### config.mk
export PLATFORM = sky130hd
export DESIGN_NAME = scan_decode_flat
export DESIGN_NICKNAME = d
export VERILOG_FILES = /design/src/design/sram_test_pkg.sv /design/src/design/sram_port_if.sv /design/src/design/scan_decode.sv /design/src/flat_wrapper.sv
export SDC_FILE = /design/constraint.sdc
export NUM_CORES = 1
export LEC_CHECK = 0
export ABC_AREA = 1
export BUFFER_PORTS_ARGS = -buffer_cell sky130_fd_sc_hd__buf_2
export CORE_MARGIN = 1
export CORE_UTILIZATION = 50
export DETAILED_ROUTE_END_ITERATION = 6
export MAX_ROUTING_LAYER = met4
export PLACE_DENSITY = 0.87
export SLEW_MARGIN = 40
export SYNTH_ARGS = -nofsm -noshare
export SYNTH_HDL_FRONTEND = slang
export SYNTH_SLANG_ARGS = --single-unit
### constraint.sdc
create_clock -name clk -period 2.7 [get_ports clk]
set_clock_uncertainty 0.2 [all_clocks]
set_input_delay 0.54 -clock clk [delete_from_list [all_inputs] [get_ports clk]]
set_output_delay 0.54 -clock clk [all_outputs]
set_load 0.05 [all_outputs]
### src/design/sram_test_pkg.sv
// SRAM test chip package
// Widths, command register field positions, chip geometry and word types

package sram_test_pkg;

   // Bank geometry
   localparam int NUM_CHIPS = 4;
   localparam int CHIP_W    = 2;
   localparam int ADDR_W    = 10;
   localparam int DATA_W    = 32;
   localparam int WMASK_W   = 4;
   localparam int SCAN_W    = 64;

   // Command register fields, low bit of each
   // Bits 63..61 are spare
   localparam int CHIP_LSB  = 59;
   localparam int EN0_LSB   = 58;
   localparam int WE0_LSB   = 57;
   localparam int WMASK_LSB = 53;
   localparam int ADDR0_LSB = 43;
   localparam int DIN0_LSB  = 11;
   localparam int EN1_LSB   = 10;
   localparam int ADDR1_LSB = 0;

   // Word depth of each chip, all powers of two
   localparam int CHIP_DEPTH [NUM_CHIPS] = '{256, 256, 512, 1024};

   // Full data word
   typedef logic [DATA_W-1:0] data_t;

   // Narrow word of chip 0
   typedef logic [7:0] byte_word_t;

   // Chip number
   typedef logic [CHIP_W-1:0] chip_t;

endpackage

### src/design/sram_port_if.sv
// SRAM port bundle
// Shared port-0/port-1 controls from the command decoder to the SRAM bank

`timescale 1ns/100ps

interface sram_port_if
   import sram_test_pkg::*;
();

   // One active-low select per chip and port
   logic [NUM_CHIPS-1:0] csb0;
   logic [NUM_CHIPS-1:0] csb1;

   // Port 0 is read/write, web0 active low
   logic                 web0;
   logic [WMASK_W-1:0]   wmask0;
   logic [ADDR_W-1:0]    addr0;
   data_t                din0;

   // Port 1 is read only
   logic [ADDR_W-1:0]    addr1;

   modport ctrl (output csb0, csb1, web0, wmask0, addr0, din0, addr1);
   modport mem  (input  csb0, csb1, web0, wmask0, addr0, din0, addr1);

endinterface

### src/design/scan_decode.sv
// Command register and decoder
// Loads the 64-bit command by scan, LA lines or captured SRAM data,
// and turns its fields into per-chip SRAM port controls

`timescale 1ns/100ps

module scan_decode
   import sram_test_pkg::*;
(
   input  logic              clk,
   input  logic              rstn,
   input  logic              scan_en_i,
   input  logic              scan_in_i,
   input  logic              la_load_i,
   input  logic              sram_load_i,
   input  logic              global_csb_i,
   input  logic [SCAN_W-1:0] la_data_i,
   input  data_t             rd0_i,
   input  data_t             rd1_i,
   output logic              scan_out_o,
   output logic [SCAN_W-1:0] la_data_o,
   output chip_t             chip_o,
   sram_port_if.ctrl         port
);

   logic [SCAN_W-1:0]  cmd_q;

   // Decoded fields
   chip_t              chip;
   logic               en0;
   logic               we0;
   logic               en1;
   logic [WMASK_W-1:0] wmask0;
   logic [ADDR_W-1:0]  addr0;
   logic [ADDR_W-1:0]  addr1;
   data_t              din0;

   // LA load wins over result load, result load over scan shift
   always_ff @(posedge clk) begin
      if (!rstn) begin
         cmd_q <= '0;
      end else if (la_load_i) begin
         cmd_q <= la_data_i;
      end else if (sram_load_i) begin
         cmd_q <= {rd0_i, rd1_i};
      end else if (scan_en_i) begin
         cmd_q <= {cmd_q[SCAN_W-2:0], scan_in_i};
      end
   end

   assign scan_out_o = cmd_q[SCAN_W-1];
   assign la_data_o  = cmd_q;

   // Field split
   assign chip   = cmd_q[CHIP_LSB +: CHIP_W];
   assign en0    = cmd_q[EN0_LSB];
   assign we0    = cmd_q[WE0_LSB];
   assign wmask0 = cmd_q[WMASK_LSB +: WMASK_W];
   assign addr0  = cmd_q[ADDR0_LSB +: ADDR_W];
   assign din0   = cmd_q[DIN0_LSB +: DATA_W];
   assign en1    = cmd_q[EN1_LSB];
   assign addr1  = cmd_q[ADDR1_LSB +: ADDR_W];

   assign chip_o      = chip;
   assign port.web0   = ~we0;
   assign port.wmask0 = wmask0;
   assign port.addr0  = addr0;
   assign port.din0   = din0;
   assign port.addr1  = addr1;

   // Only the addressed chip is selected, and only while the global strobe is low
   always_comb begin
      for (int i = 0; i < NUM_CHIPS; i++) begin
         port.csb0[i] = ~(~global_csb_i & en0 & (chip == chip_t'(i)));
         port.csb1[i] = ~(~global_csb_i & en1 & (chip == chip_t'(i)));
      end
   end

endmodule

### src/flat_wrapper.sv
// flat-port wrapper written by rule: the top's interface ports become plain ports
module scan_decode_flat import sram_test_pkg::*;
  (clk, rstn, scan_en_i, scan_in_i, la_load_i, sram_load_i, global_csb_i, la_data_i, rd0_i, rd1_i, scan_out_o, la_data_o, chip_o, port_csb0, port_csb1, port_web0, port_wmask0, port_addr0, port_din0, port_addr1);
  sram_port_if port_i ();
  input  logic clk;
  input  logic rstn;
  input  logic scan_en_i;
  input  logic scan_in_i;
  input  logic la_load_i;
  input  logic sram_load_i;
  input  logic global_csb_i;
  input  logic [SCAN_W-1:0] la_data_i;
  input  data_t rd0_i;
  input  data_t rd1_i;
  output logic scan_out_o;
  output logic [SCAN_W-1:0] la_data_o;
  output chip_t chip_o;
  output wire logic [$bits(port_i.csb0)-1:0] port_csb0;
  output wire logic [$bits(port_i.csb1)-1:0] port_csb1;
  output wire logic [$bits(port_i.web0)-1:0] port_web0;
  output wire logic [$bits(port_i.wmask0)-1:0] port_wmask0;
  output wire logic [$bits(port_i.addr0)-1:0] port_addr0;
  output wire logic [$bits(port_i.din0)-1:0] port_din0;
  output wire logic [$bits(port_i.addr1)-1:0] port_addr1;
  assign port_csb0 = port_i.csb0;
  assign port_csb1 = port_i.csb1;
  assign port_web0 = port_i.web0;
  assign port_wmask0 = port_i.wmask0;
  assign port_addr0 = port_i.addr0;
  assign port_din0 = port_i.din0;
  assign port_addr1 = port_i.addr1;
  scan_decode u_core (.clk(clk), .rstn(rstn), .scan_en_i(scan_en_i), .scan_in_i(scan_in_i), .la_load_i(la_load_i), .sram_load_i(sram_load_i), .global_csb_i(global_csb_i), .la_data_i(la_data_i), .rd0_i(rd0_i), .rd1_i(rd1_i), .scan_out_o(scan_out_o), .la_data_o(la_data_o), .chip_o(chip_o), .port(port_i));
endmodule
# Yosys cells after proc, flatten, opt, wreduce, memory -nomap -nowiden
# Cells that the tools add are included.
# totals
ff_bits	64
latch_bits	0
ramBits	0
rom_bits	0
input_bits	135
output_inout_bits	132
elab_cells	29
n_memories	0
# op_classes
addsub	0
multipliers	0
n_div	0
magnitude_cmp	0
n_eq_ne	3
shifts	0
mux	3
bitwise_logic	20
n_reduce_logical	2
# ops
operator	count
2-to-1 mux 64 bit	3
AND 1 bit	10
inverter 1 bit	10
equality test 2 bit (second input constant)	2
nonzero test 3 bit	1
equality test 2 x 1 -> 1 bit (second input constant)	1
zero test 2 bit	1

# Depth between registers and ports, before layout
# depth
ltp_word	4
mapped_depth	6

# Worst setup path before layout
# No wires, ideal clock.
# synth_path
path_kind	register to output
from	reg u_core.cmd_q[58], in the netlist u_core.la_data_o[58]
to	out port_csb0[0]
t_arrival_ns	1.351
slack_ns	0.609
path_stages_with_launch	4
cell_sequence	dfxtp_1 -> inv_1 -> nor2_1 -> nand3_1
# synth_via
elab_chain_len	3
# synth_rtl
element	line	source
from (decl)	scan_decode.sv:26	logic [SCAN_W-1:0] cmd_q;
from (signal assigned)	scan_decode.sv:43	cmd_q <= la_data_i;
from (signal assigned)	scan_decode.sv:45	cmd_q <= {rd0_i, rd1_i};
from (signal assigned)	scan_decode.sv:47	cmd_q <= {cmd_q[SCAN_W-2:0], scan_in_i};
AND 1 bit (2 in series)	scan_decode.sv:74	port.csb0[i] = ~(~global_csb_i & en0 & (chip == chip_t'(i)));
inverter 1 bit	scan_decode.sv:74	
to (decl)	flat_wrapper.sv:18	output wire logic [$bits(port_i.csb0)-1:0] port_csb0;
# No other way between the ends.

# Worst setup path in the final report
# layout_path
from	reg u_core.cmd_q[59], in the netlist u_core.la_data_o[59]
to	out port_csb0[0]
# layout_via
elab_chain_len	3
# layout_rtl
element	line
zero test 2 bit	scan_decode.sv:74
AND 1 bit	scan_decode.sv:74
inverter 1 bit	scan_decode.sv:74
# No other way between the ends.

==> summary.md <==
| Metric | Value |
|---|---|
| Die X | `103 µm` |
| Tot GR Track Use | `26.1%` |
| CTS Buf Count | `9` |
| Synthesized area | `5110 µm²` |
| Placed Instances | `1192` |
| WL final | `13900 µm` |
| Post-DRT Antenna Nets | `0` |
| Die area | `about 11000 µm²` |
| Synth area leaders | `dfxtp_1, nand2_1, inv_1, nand3_1, a21oi_1` |
| Gpl congestion | `about 0.78` |
| Layout Cells excl Fill | `1207` |
| Arr. time, crit path | `1.31 ns` |
| Number of global-route vias before repair | `4812` |
| LEAKAGE | `approximately 4 nW` |
| Cells after Synth | `903` |
| I/O Buffers | `266` |
| DP HPWL | `between 9000 and 10000 µm` |
| Hold Slack | `0.327 ns` |
| Share of post-route cells with drive strength above 1 | `around 27%` |
| Largest net degree at the start of global routing | `129` |
| Critical path launch point type | `flip-flop` |
| Initial Utilization | `between 50% and 60%` |
| Syn_nets | `1038` |
| H-tree lvl count | `3` |
| Placement Cell Area | `5950 µm²` |
| Clk Latency, worst-skew pair | `0.33 ns` |
| Setup violations, final | `0` |
| Die height | `103 µm` |
| Final Hold Viols | `0` |
| CTS clock-pin slew for the worst setup and hold paths | `0.08 ns` |
| Pre-CTS WS | `roughly 0.74 ns` |
| Total design power | `3.29 mW` |
| Yosys reg bits | `64` |
| Core area | `9820 µm²` |
| Filler cells | `between 1000 and 1500` |
| Total congestion overflow | `0` |
| Sinks on Clock Net | `64` |
| # hold bufs at CTS | `0` |
| CP max-delay cell | `dfxtp_1` |
| DR vias | `5750` |
| Average size of a mapped cell | `5.66 µm²` |
| Slew @ Worst Pin | `~0.7 ns` |
| DRC Markers | `0` |
| Post-CTS setup buffers | `0` |
| Layout Utilization | `62.8%` |
| Synth cell types | `13` |
| Clock buffer depth | `2` |
| Final Cell Area | `6170 µm²` |
| CP max FO | `7` |
| Layout area overhead | `20.7%` |
| Clock period minus worst slack | `2.05 ns` |
| Crit Path Class | `flip-flop to output port` |
| Biggest area consumer among synthesized cells | `dfxtp_1` |
| NumNets Final | `1205` |
| Drt first pass iters | `5` |
| TritonCTS clock tree | `built` |
| Post-route clock period utilization | `75.9%` |
| Unrepaired setup endpoints after global routing | `no` |
| Area share of the largest cell type after synthesis | `25.1%` |
| Fmax | `~0.49 GHz` |
| Post-CTS sizing | `0` |
| Max Cap Viol | `0` |
| Critical Path, Cell by Cell | `inv_1, nand3_1, buf_2` |
| Max Slew Vio Count | `0` |
| Crit-path max cell delay | `0.45 ns` |
| Initial antenna violation count | `0` |
| Dominant synthesized flop cell | `dfxtp_1` |
| First-pass GRT wire length | `21600 µm` |
| Post-route setup slack | `approximately 0.65 ns` |
| PwrDens | `534 nW/µm²` |
| FP Rows | `36` |
| EDFF count, synth | `0` |
| CP required | `1.96 ns` |
| Antenna diodes | `0` |
| Status | `finished clean` |
| Seq/Total Area, Yosys | `25.1%` |
| Largest register FFs | `between 60 and 70` |
| Worst Hold Class | `input port to flip-flop` |
| Ys async rst share | `0%` |
| WL per Instance | `11.5 µm` |
| Most common cell in the netlist | `nand2_1` |
| Drt via density | `about 4.8` |
| Final TNS setup | `0 ns` |
| Ys Warns | `0` |
| Top cell types by occurrence after synthesis | `nand2_1, inv_1, nand3_1` |
| Root Driver | `clkbuf_8` |
| Peak supply drop | `approximately 0.35 mV` |
| Total I/O pin count | `approximately 270` |
| Iter 0 DRT Violations | `between 200 and 250` |
| Max_slew headroom | `53.5%` |
| CP endpoint kind | `output port` |
-- per-layer routing --
metal	GRT usage, %	share of wire, %	vias up
met1	30.9	42	2520
met3	3.05	5.3	22
li1	-	-	3003
met5	-	0	-
met4	7.48	1.6	0
met2	46.6	51	205
-- critical path, delay by kind of cell (launching register included) --
kind / cells / cell delay [ns]
flip-flops: 1 / 0.45
buffers and inverters: 2 / 0.42
AND/OR/NAND/NOR: 1 / 0.12
-- area by class of cell --
type / instances / area, µm² / area share [%]
tap: 133 / 166 / 2.70
inverter: 195 / 737 / 11.9
clock inverter: 3 / 65.1 / 1.05
sequential: 64 / 1280 / 20.8
multi-input combinational: 523 / 2300 / 37.3
clock buffer: 12 / 155 / 2.51
timing repair buffer: 277 / 1460 / 23.7
-- worst paths after layout --
kind                            cells after the start  slack, ns              endpoint            startpoint
worst max-delay path                                3       0.65          port_csb0[0]  u_core.la_data_o[59]
worst min-delay path                                5       0.33  u_core.la_data_o[53]         la_data_i[53]
worst max register to register                      4       1.53  u_core.la_data_o[60]  u_core.la_data_o[59]
worst min register to register                      4       0.37  u_core.la_data_o[61]  u_core.la_data_o[61]
-- cell families after synthesis --
logic type | count (synthesis) | synth area share, %
and+or+nand+nor | 395 | 32.4
buffers and inverters | 316 | 30.0
AOI/OAI and AO/OA | 128 | 12.5
DFF | 64 | 25.1
-- layout by cell type (no fill, tap or decap) --
master | netlist | routed
buf_12 | 0 | 4
clkinv_2 | 0 | 1
clkbuf_1 | 5 | 1
a21oi_1 | 128 | 128
nor2_4 | 0 | 1
dfxtp_1 | 64 | 64
buf_2 | 43 | 266
inv_2 | 1 | 1
inv_1 | 194 | 193
inv_6 | 0 | 1
bufinv_16 | 0 | 2
nand2_1 | 256 | 256
nand3_1 | 136 | 136
buf_4 | 64 | 7
clkbuf_8 | 0 | 11
nor2_1 | 2 | 2
-- report_power, final --
group | total [mW] | switching, mW | internal [mW]
Sequential | 1.09 | 0.0624 | 1.02
Clock | 0.936 | 0.370 | 0.565
Combinational | 1.27 | 0.941 | 0.331
Note: power is estimated with default switching activity, not from simulation.
